## src/nib_consts.svh

```systemverilog
`ifndef NIB_CONSTS_SVH
`define NIB_CONSTS_SVH

// link framing bytes
`define NIB_PREAMBLE 8'h5A
`define NIB_SYNC     8'h0F

// register file address width, 64 entries
`define NIB_REG_AW   6

`endif

```

## src/nib_pkg.sv

```systemverilog
`include "nib_consts.svh"

package nib_pkg;

    typedef enum logic [1:0] {
        OP_WR_SINGLE = 2'b00,
        OP_RD_SINGLE = 2'b01,
        OP_WR_BURST  = 2'b10,
        OP_ILLEGAL   = 2'b11
    } cmd_op_e;

    typedef struct packed {
        cmd_op_e                op;
        logic [`NIB_REG_AW-1:0] addr;
    } cmd_single_t;

    // burst covers len+1 regs, starting at {base, 3'b100}
    // so the top bank runs past 63 and wraps to 0
    typedef struct packed {
        cmd_op_e    op;
        logic [2:0] len;
        logic [2:0] base;
    } cmd_burst_t;

    typedef union packed {
        cmd_single_t single;
        cmd_burst_t  burst;
    } cmd_word_u;

endpackage

```

## src/nib_if.sv

```systemverilog
`timescale 1ns/1ps
`include "nib_consts.svh"

// payload bytes out of the framer
interface rx_byte_if;
    logic [7:0] data;
    logic       valid;
    logic       first;      // with valid on the command byte
    logic       frame_end;

    modport src (output data, valid, first, frame_end);
    modport dst (input data, valid, first, frame_end);
endinterface

interface reg_access_if;
    logic                   we;
    logic                   re;
    logic [`NIB_REG_AW-1:0] addr;
    logic [7:0]             wdata;

    modport master (output we, re, addr, wdata);
    modport slave (input we, re, addr, wdata);
endinterface

// one-cycle pulses per frame
interface frame_status_if;
    logic done;
    logic err_illegal;
    logic err_extra;
    logic err_short;
    logic err_empty;

    modport src (output done, err_illegal, err_extra, err_short, err_empty);
    modport dst (input done, err_illegal, err_extra, err_short, err_empty);
endinterface

```

## src/cmd_decoder.sv

```systemverilog
`timescale 1ns/1ps
`include "nib_consts.svh"

module cmd_decoder
    import nib_pkg::*;
(
    input  logic         clk,
    input  logic         rst,
    rx_byte_if.dst       rx,
    reg_access_if.master acc,
    frame_status_if.src  st
);

    localparam logic [2:0] M_NONE  = 3'd0;  // no command byte yet
    localparam logic [2:0] M_SWR   = 3'd1;
    localparam logic [2:0] M_BURST = 3'd2;
    localparam logic [2:0] M_FULL  = 3'd3;  // count met, more is extra
    localparam logic [2:0] M_ILL   = 3'd4;

    logic [2:0]             mode;
    logic [2:0]             remain;
    logic [`NIB_REG_AW-1:0] ptr;
    cmd_word_u              cmd;

    assign cmd = rx.data;

    always_ff @(posedge clk or posedge rst) begin
        if (rst) begin
            mode           <= M_NONE;
            acc.we         <= 1'b0;
            acc.re         <= 1'b0;
            st.done        <= 1'b0;
            st.err_illegal <= 1'b0;
            st.err_extra   <= 1'b0;
            st.err_short   <= 1'b0;
            st.err_empty   <= 1'b0;
        end else begin
            acc.we         <= 1'b0;
            acc.re         <= 1'b0;
            st.done        <= 1'b0;
            st.err_illegal <= 1'b0;
            st.err_extra   <= 1'b0;
            st.err_short   <= 1'b0;
            st.err_empty   <= 1'b0;
            if (rx.frame_end) begin
                st.done      <= 1'b1;
                st.err_empty <= (mode == M_NONE);
                st.err_short <= (mode == M_SWR) || (mode == M_BURST);
                mode         <= M_NONE;
            end else if (rx.valid && rx.first) begin
                case (cmd.single.op)
                    OP_WR_SINGLE: mode <= M_SWR;
                    OP_RD_SINGLE: begin
                        acc.re <= 1'b1;
                        mode   <= M_FULL;
                    end
                    OP_WR_BURST:  mode <= M_BURST;
                    default: begin
                        st.err_illegal <= 1'b1;
                        mode           <= M_ILL;  // rest of frame ignored
                    end
                endcase
            end else if (rx.valid) begin
                case (mode)
                    M_SWR: begin
                        acc.we <= 1'b1;
                        mode   <= M_FULL;
                    end
                    M_BURST: begin
                        acc.we <= 1'b1;
                        if (remain == 3'd0) mode <= M_FULL;
                    end
                    M_FULL:  st.err_extra <= 1'b1;
                    default: ;
                endcase
            end
        end
    end

    // address and data path
    always_ff @(posedge clk) begin
        if (rx.valid && rx.first) begin
            acc.addr <= cmd.single.addr;
            if (cmd.burst.op == OP_WR_BURST) begin
                ptr    <= {cmd.burst.base, 3'b100};
                remain <= cmd.burst.len;
            end else begin
                ptr <= cmd.single.addr;
            end
        end else if (rx.valid) begin
            acc.addr  <= ptr;
            acc.wdata <= rx.data;
            if (mode == M_BURST) begin
                ptr    <= ptr + 1'b1;  // wraps within 0..63
                remain <= remain - 1'b1;
            end
        end
    end

    a_we_re_excl: assert property (@(posedge clk) disable iff (rst) !(acc.we && acc.re));

endmodule

```

## src/nib_link_top.sv

```systemverilog
`timescale 1ns/1ps

module nib_link_top (
    input  logic       clk,
    input  logic       rst,
    input  logic       fire,
    input  logic [3:0] din,
    output logic [7:0] rd_data,
    output logic       rd_valid,
    output logic       frame_ok,
    output logic       frame_err
);

    logic [7:0] rdata;
    logic       rvalid;

    rx_byte_if      rx_bus ();
    reg_access_if   acc_bus ();
    frame_status_if st_bus ();

    // ~~~~~~~~~~~~~~~~~~~~~~~~~~~~~~~~~~~~~~~~~~~~~~~~~~~~~~~~~~~~~~~~~~~~~~
    // framer -> decoder -> register file -> response
    // ~~~~~~~~~~~~~~~~~~~~~~~~~~~~~~~~~~~~~~~~~~~~~~~~~~~~~~~~~~~~~~~~~~~~~~

    nib_rx_framer u_framer (
        .clk  (clk),
        .rst  (rst),
        .fire (fire),
        .din  (din),
        .rx   (rx_bus.src)
    );

    cmd_decoder u_decoder (
        .clk (clk),
        .rst (rst),
        .rx  (rx_bus.dst),
        .acc (acc_bus.master),
        .st  (st_bus.src)
    );

    reg_exec u_exec (
        .clk    (clk),
        .rst    (rst),
        .acc    (acc_bus.slave),
        .rdata  (rdata),
        .rvalid (rvalid)
    );

    resp_builder u_resp (
        .clk       (clk),
        .rst       (rst),
        .st        (st_bus.dst),
        .rdata     (rdata),
        .rvalid    (rvalid),
        .rd_data   (rd_data),
        .rd_valid  (rd_valid),
        .frame_ok  (frame_ok),
        .frame_err (frame_err)
    );

endmodule

```

## src/nib_rx_framer.sv

```systemverilog
`timescale 1ns/1ps
`include "nib_consts.svh"

module nib_rx_framer (
    input  logic       clk,
    input  logic       rst,
    input  logic       fire,
    input  logic [3:0] din,
    rx_byte_if.src     rx
);

    localparam logic [1:0] ST_IDLE    = 2'd0;
    localparam logic [1:0] ST_HUNT    = 2'd1;
    localparam logic [1:0] ST_LOCK    = 2'd2;
    localparam logic [1:0] ST_PAYLOAD = 2'd3;

    logic [1:0] state;
    logic       ph;         // parity of the nibble now on din
    logic       lock_ph;
    logic       synced;     // 0F seen, bytes go out
    logic       started;

    logic [3:0] hi_even;    // high nibble, even alignment
    logic [3:0] hi_odd;     // high nibble, odd alignment
    logic [7:0] byte_even;
    logic [7:0] byte_odd;
    logic [7:0] cur_byte;
    logic       in_lock_ph;
    logic       take_byte;

    // ~~~~~~~~~~~~~~~~~~~~~~~~~~~~~~~~~~~~~~~~~~~~~~~~~~~~~~~~~~~~~~~~~~~~~~
    // two byte assemblies, one per nibble phase
    // ~~~~~~~~~~~~~~~~~~~~~~~~~~~~~~~~~~~~~~~~~~~~~~~~~~~~~~~~~~~~~~~~~~~~~~

    always_ff @(posedge clk) begin
        if (ph) begin
            hi_odd <= din;
        end else begin
            hi_even <= din;
        end
    end

    assign byte_even  = {hi_even, din};
    assign byte_odd   = {hi_odd, din};
    assign cur_byte   = ph ? byte_even : byte_odd;  // byte closing on this nibble
    assign in_lock_ph = (ph == lock_ph);
    assign take_byte  = fire && (state == ST_PAYLOAD) && synced && in_lock_ph;

    // ~~~~~~~~~~~~~~~~~~~~~~~~~~~~~~~~~~~~~~~~~~~~~~~~~~~~~~~~~~~~~~~~~~~~~~
    // frame FSM
    // ~~~~~~~~~~~~~~~~~~~~~~~~~~~~~~~~~~~~~~~~~~~~~~~~~~~~~~~~~~~~~~~~~~~~~~

    always_ff @(posedge clk or posedge rst) begin
        if (rst) begin
            state        <= ST_IDLE;
            ph           <= 1'b0;
            lock_ph      <= 1'b0;
            synced       <= 1'b0;
            started      <= 1'b0;
            rx.valid     <= 1'b0;
            rx.first     <= 1'b0;
            rx.frame_end <= 1'b0;
        end else begin
            rx.valid     <= 1'b0;
            rx.first     <= 1'b0;
            rx.frame_end <= 1'b0;
            if (!fire) begin
                // drop before sync ends the frame silently
                rx.frame_end <= (state == ST_PAYLOAD) && synced;
                state        <= ST_IDLE;
                ph           <= 1'b0;
                synced       <= 1'b0;
                started      <= 1'b0;
            end else begin
                ph <= ~ph;
                case (state)
                    ST_IDLE: begin
                        state <= ST_HUNT;
                    end
                    ST_HUNT: begin
                        if (cur_byte == `NIB_PREAMBLE) begin
                            lock_ph <= ph;
                            state   <= ST_LOCK;
                        end
                    end
                    ST_LOCK: begin
                        if (in_lock_ph) begin
                            state <= (cur_byte == `NIB_PREAMBLE) ? ST_PAYLOAD : ST_HUNT;
                        end
                    end
                    default: begin
                        if (take_byte) begin
                            rx.valid <= 1'b1;
                            rx.first <= !started;
                            started  <= 1'b1;
                        end else if (in_lock_ph && cur_byte == `NIB_SYNC) begin
                            synced <= 1'b1;
                        end
                    end
                endcase
            end
        end
    end

    always_ff @(posedge clk) begin
        if (take_byte) begin
            rx.data <= cur_byte;
        end
    end

    a_valid_in_payload: assert property (@(posedge clk) disable iff (rst)
        $rose(rx.valid) |-> $past(state) == ST_PAYLOAD);

endmodule

```

## src/reg_exec.sv

```systemverilog
`timescale 1ns/1ps
`include "nib_consts.svh"

module reg_exec (
    input  logic        clk,
    input  logic        rst,
    reg_access_if.slave acc,
    output logic [7:0]  rdata,
    output logic        rvalid
);

    localparam int DEPTH = 1 << `NIB_REG_AW;

    logic [7:0] regs [DEPTH];

    always_ff @(posedge clk or posedge rst) begin
        if (rst) begin
            for (int i = 0; i < DEPTH; i++) begin
                regs[i] <= 8'h00;
            end
            rvalid <= 1'b0;
        end else begin
            rvalid <= acc.re;
            if (acc.we) begin
                regs[acc.addr] <= acc.wdata;
            end
        end
    end

    // registered read, one cycle after re
    always_ff @(posedge clk) begin
        if (acc.re) begin
            rdata <= regs[acc.addr];
        end
    end

endmodule

```

## src/resp_builder.sv

```systemverilog
`timescale 1ns/1ps

module resp_builder (
    input  logic         clk,
    input  logic         rst,
    frame_status_if.dst  st,
    input  logic [7:0]   rdata,
    input  logic         rvalid,
    output logic [7:0]   rd_data,
    output logic         rd_valid,
    output logic         frame_ok,
    output logic         frame_err
);

    logic err_sticky;
    logic err_now;

    assign err_now = st.err_illegal | st.err_extra | st.err_short | st.err_empty;

    always_ff @(posedge clk or posedge rst) begin
        if (rst) begin
            err_sticky <= 1'b0;
            rd_valid   <= 1'b0;
            frame_ok   <= 1'b0;
            frame_err  <= 1'b0;
        end else begin
            rd_valid  <= rvalid;
            frame_ok  <= st.done && !(err_sticky || err_now);
            frame_err <= st.done && (err_sticky || err_now);
            if (st.done) begin
                err_sticky <= 1'b0;  // next frame starts clean
            end else if (err_now) begin
                err_sticky <= 1'b1;
            end
        end
    end

    always_ff @(posedge clk) begin
        if (rvalid) rd_data <= rdata;
    end

    a_status_excl: assert property (@(posedge clk) disable iff (rst)
        !(frame_ok && frame_err));

endmodule

```

## config.mk

```make
export PLATFORM = sky130hd
export DESIGN_NAME = nib_link_top
export DESIGN_NICKNAME = d
export VERILOG_FILES = /design/src/nib_pkg.sv /design/src/nib_if.sv /design/src/cmd_decoder.sv /design/src/nib_link_top.sv /design/src/nib_rx_framer.sv /design/src/reg_exec.sv /design/src/resp_builder.sv
export VERILOG_INCLUDE_DIRS = /design/src
export SDC_FILE = /design/constraint.sdc
export NUM_CORES = 1
export LEC_CHECK = 0
export ABC_AREA = 1
export BUFFER_PORTS_ARGS = -buffer_cell sky130_fd_sc_hd__clkbuf_2
export CORE_UTILIZATION = 40
export DETAILED_ROUTE_END_ITERATION = 7
export PLACE_DENSITY = 0.63
export SYNTH_ARGS = -nofsm -noshare
export SYNTH_HDL_FRONTEND = slang
export SYNTH_SLANG_ARGS = --single-unit
```

## constraint.sdc

```tcl
create_clock -name clk -period 24.9 [get_ports clk]
set_input_delay 7.47 -clock clk [delete_from_list [all_inputs] [get_ports clk]]
set_output_delay 7.47 -clock clk [all_outputs]
set_load 0.01 [all_outputs]
```

==> metrics.md <==
| Metric | Value |
|---|---|
| GR Util met2 | 33.57% |
| Hold-critical path endpoint | u_framer.rx.first |
| Cells after Synth | 3426 |
| Vias per cell | 5.040 |
| Via count | 21430 |
| Top FF cell, synth | dfrtp_1 |
| Antenna diodes | 0 |
| Clock Path Buffers | 3 |
| Status | complete, no violations |
| Root buf cell | clkbuf_16 |
| Share of cells above drive strength 1 | 6.361% |
| Row count | 95 |
| Die area | 69820 um^2 |
| First-pass GRT wire length | 117.5 mm |
| Avg Cell Area, Syn | 8.029 um^2 |
| CTS Buf Count | 66 |
| Fin util | 44.55% |
| Post-synthesis sequential area ratio | 54.77% |
| Core Footprint | 67630 um^2 |
| Slew @ Worst Pin | 1088 ps |
| Max Cap Viol | 0 |
| Cts-stage hold buffer count | 0 |
| Async S/R FF share, synth | 90.69% |
| Synth Register Bits | 591 |
| Clk Latency, worst-skew pair | 620 ps |
| Post-DRT Antenna Nets | 0 |
| Die Height | 264.2 um |
| Synthesis Warnings | 0 |
| HP Class | reg -> reg |
| Antenna violations before repair | 1 |
| CP Class | in -> async |
| Largest net degree at the start of global routing | 181 |
| Initial Utilization | 40.67% |
| Clock skew | 27.78 ps |
| PD cells | 64.79 nW/um^2 |
| Final GP Congestion | 0.8509 |
| Final period util | 36.89% |
| RSZ-0062 raised after global routing | false |
| Reg2reg start | u_decoder.acc.addr[0] |
| Sinks on Clock Net | 591 |
| Depth of the worst register-to-register path | 10 |
| Number of synthesized flops with an enable pin | 55 |
| Busiest grt layer | met2 |
| DRC errors left | 0 |
| H-tree depth | 3 |
| Max Slew Vio Count | 0 |
| Port buffer count | 17 |
| Routed wire length | 73.71 mm |
| Reg clk slew, reported paths | 60 ps |
| Arr. time, crit path | 9780 ps |
| Post_cts resized | 0 |
| Routed wire length per instance | 17.33 um |
| Final setup margin | 15710 ps |
| FF-to-FF setup slack | 20670 ps |
| Congestion Overflow GR | 0 |
| Leakage | 14.19 nW |
| Nets | 3355 |
| Post-synthesis cell type count | 34 |
| Worst slew margin | 27.05% |
| Total global routing track utilization | 21.60% |
| Post-Place Cells | 4139 |
| Finished Layout Cells | 4253 |
| Post-DP HPWL | 43.96 mm |
| Initial drt markers | 2296 |
| CTS tree | built |
| CP startpoint kind | input pin |
| Hold Path Origin | u_framer.started |
| Worst-path maximum fanout | 126 |
| Router iterations before antenna repair | 5 |
| Worst Setup End Kind | async pin |
| Placed Instance Area | 28030 um^2 |
| CP required | 25490 ps |
| Setup WS pre-CTS | 14920 ps |
| Final min period | 9185 ps |
| Maximum clock rate | 0.1089 GHz |
| Met3 usage | 4.213% |
| Syn Std Cell Area | 27510 um^2 |
| Post-CTS Setup Repair Bufs | 0 |
| Met1 Use GR | 30.52% |
| Die width | 264.2 um |
| Final hold violation count | 0 |
| Worst r2r dst | u_exec.rdata[4] |
| Final Cell Area | 30130 um^2 |
| Worst vdd ir | 0.04812 mV |
| Worst Hold Depth | 1 |
| Vias in the first global route | 20160 |
| Setup Viol. Count Final | 0 |
| Syn_nets | 3447 |
| Final setup TNS | 0 ps |
| Num ports | 18 |
| Syn-to-layout area delta | 9.534% |
==> worst max-delay path, stage by stage <==
cell and delay [ps]:
clkbuf_2 120, inv_8 510, buf_12 550, buf_4 860
==> metal layers <==
| layer | up-vias | wire (um) |
|---|---|---|
| met3 | 111 | 4484 |
| met1 | 10200 | 34330 |
| met4 | 0 | 1884 |
| met2 | 514 | 33010 |
| li1 | 10610 | - |
| met5 | - | 0 |
==> stage by stage <==
stage / hold WS [ps] / power, W
6_report: 438.5 / 0.001952
5_1_grt: 458.6 / 0.002015
4_1_cts: 441.4 / 0.001973
3_5_place_dp: 421.2 / 0.001028
3_3_place_gp: 427.7 / 0.001028
2_1_floorplan: 395.3 / 0.001018
==> placed cells by master (no fill, tap or decap), types with 4 or more instances in the layout <==
cell       count
nand2_1     1117
o21ai_0      598
dfrtp_1      536
inv_1        381
nor2_1       179
nand3_1      170
o211ai_1      72
clkbuf_16     68
edfxtp_1      55
or2_2         42
buf_4         27
clkbuf_2      17
clkbuf_8      16
ha_1          14
clkbuf_1      14
nor3_1        11
inv_2          9
clkinv_2       8
nor3_4         6
a21oi_1        5
nor3_2         4
==> synth_stat cells (5+ instances only) <==
library cell | number | share of area (%)
nand2_1 | 1118 | 15
edfxtp_1 | 55 | 6.0
buf_2 | 51 | 0.93
ha_1 | 14 | 0.64
a21oi_1 | 5 | 0.091
dfrtp_1 | 536 | 49
nand3_1 | 170 | 3.1
clkdlybuf4s50_2 | 8 | 0.33
clkinv_1 | 9 | 0.12
inv_1 | 383 | 5.2
buf_1 | 20 | 0.27
nor2_1 | 182 | 2.5
o21ai_0 | 598 | 11
or2_2 | 42 | 0.96
o211ai_1 | 72 | 2.0
clkbuf_1 | 118 | 1.6
nor3_1 | 11 | 0.20
nor3_4 | 6 | 0.35
==> report_power, final <==
| part | internal (W) | switching [W] | total [W] | leakage [nW] |
|---|---|---|---|---|
| clock network | 0.000549 | 0.000394 | 0.000944 | 1.03 |
| logic | 0.00000590 | 0.0000250 | 0.0000309 | 5.17 |
| registers | 0.000975 | 0.00000272 | 0.000977 | 7.99 |
| total | 0.00153 | 0.000422 | 0.00195 | 14.2 |
==> worst max path at each step <==
| stage | endpoint | slack [ps] | startpoint |
|---|---|---|---|
| finish | u_exec.regs[249] | 15710 | rst |
| global route | u_exec.regs[211] | 15270 | rst |
| CTS | u_exec.regs[252] | 15560 | rst |
| detailed placement | u_exec.regs[228] | 14920 | rst |
| global placement | u_exec.regs[236] | 14900 | rst |
| floorplan | u_decoder.acc.re | 2450 | rst |
==> cell type report <==
| cell class | count | area, um^2 |
|---|---|---|
| fillers | 6710 | 37500 |
| flip-flops and latches | 591 | 15060 |
| multi-input cells | 2234 | 10030 |
| clock buffers | 98 | 1974 |
| inverters | 394 | 1503 |
| well taps | 873 | 1092 |
| repair buffers | 47 | 347.8 |
| clock inverters | 16 | 121.4 |
==> logic make-up after synthesis <==
kind of cell    share of synthesized area, %
buf+inv                                8.875
xor+xnor                             0.06369
simple gates                           22.58
compound gates                         13.08
flops                                  54.77
fa+ha+maj                             0.6368
==> flip-flops by register name (all words and copies together) (netlist names), 3 cells and up <==
signal / flops
u_resp.rd_data: 8
u_framer.hi_odd: 4
u_framer.rx.data: 8
u_framer.hi_even: 4
u_decoder.ptr: 6
u_decoder.remain: 3
u_exec.regs: 512
u_decoder.acc.addr: 6
u_decoder.acc.wdata: 8
u_decoder.mode: 3
u_exec.rdata: 8
Note: power is estimated with default switching activity, not from simulation.
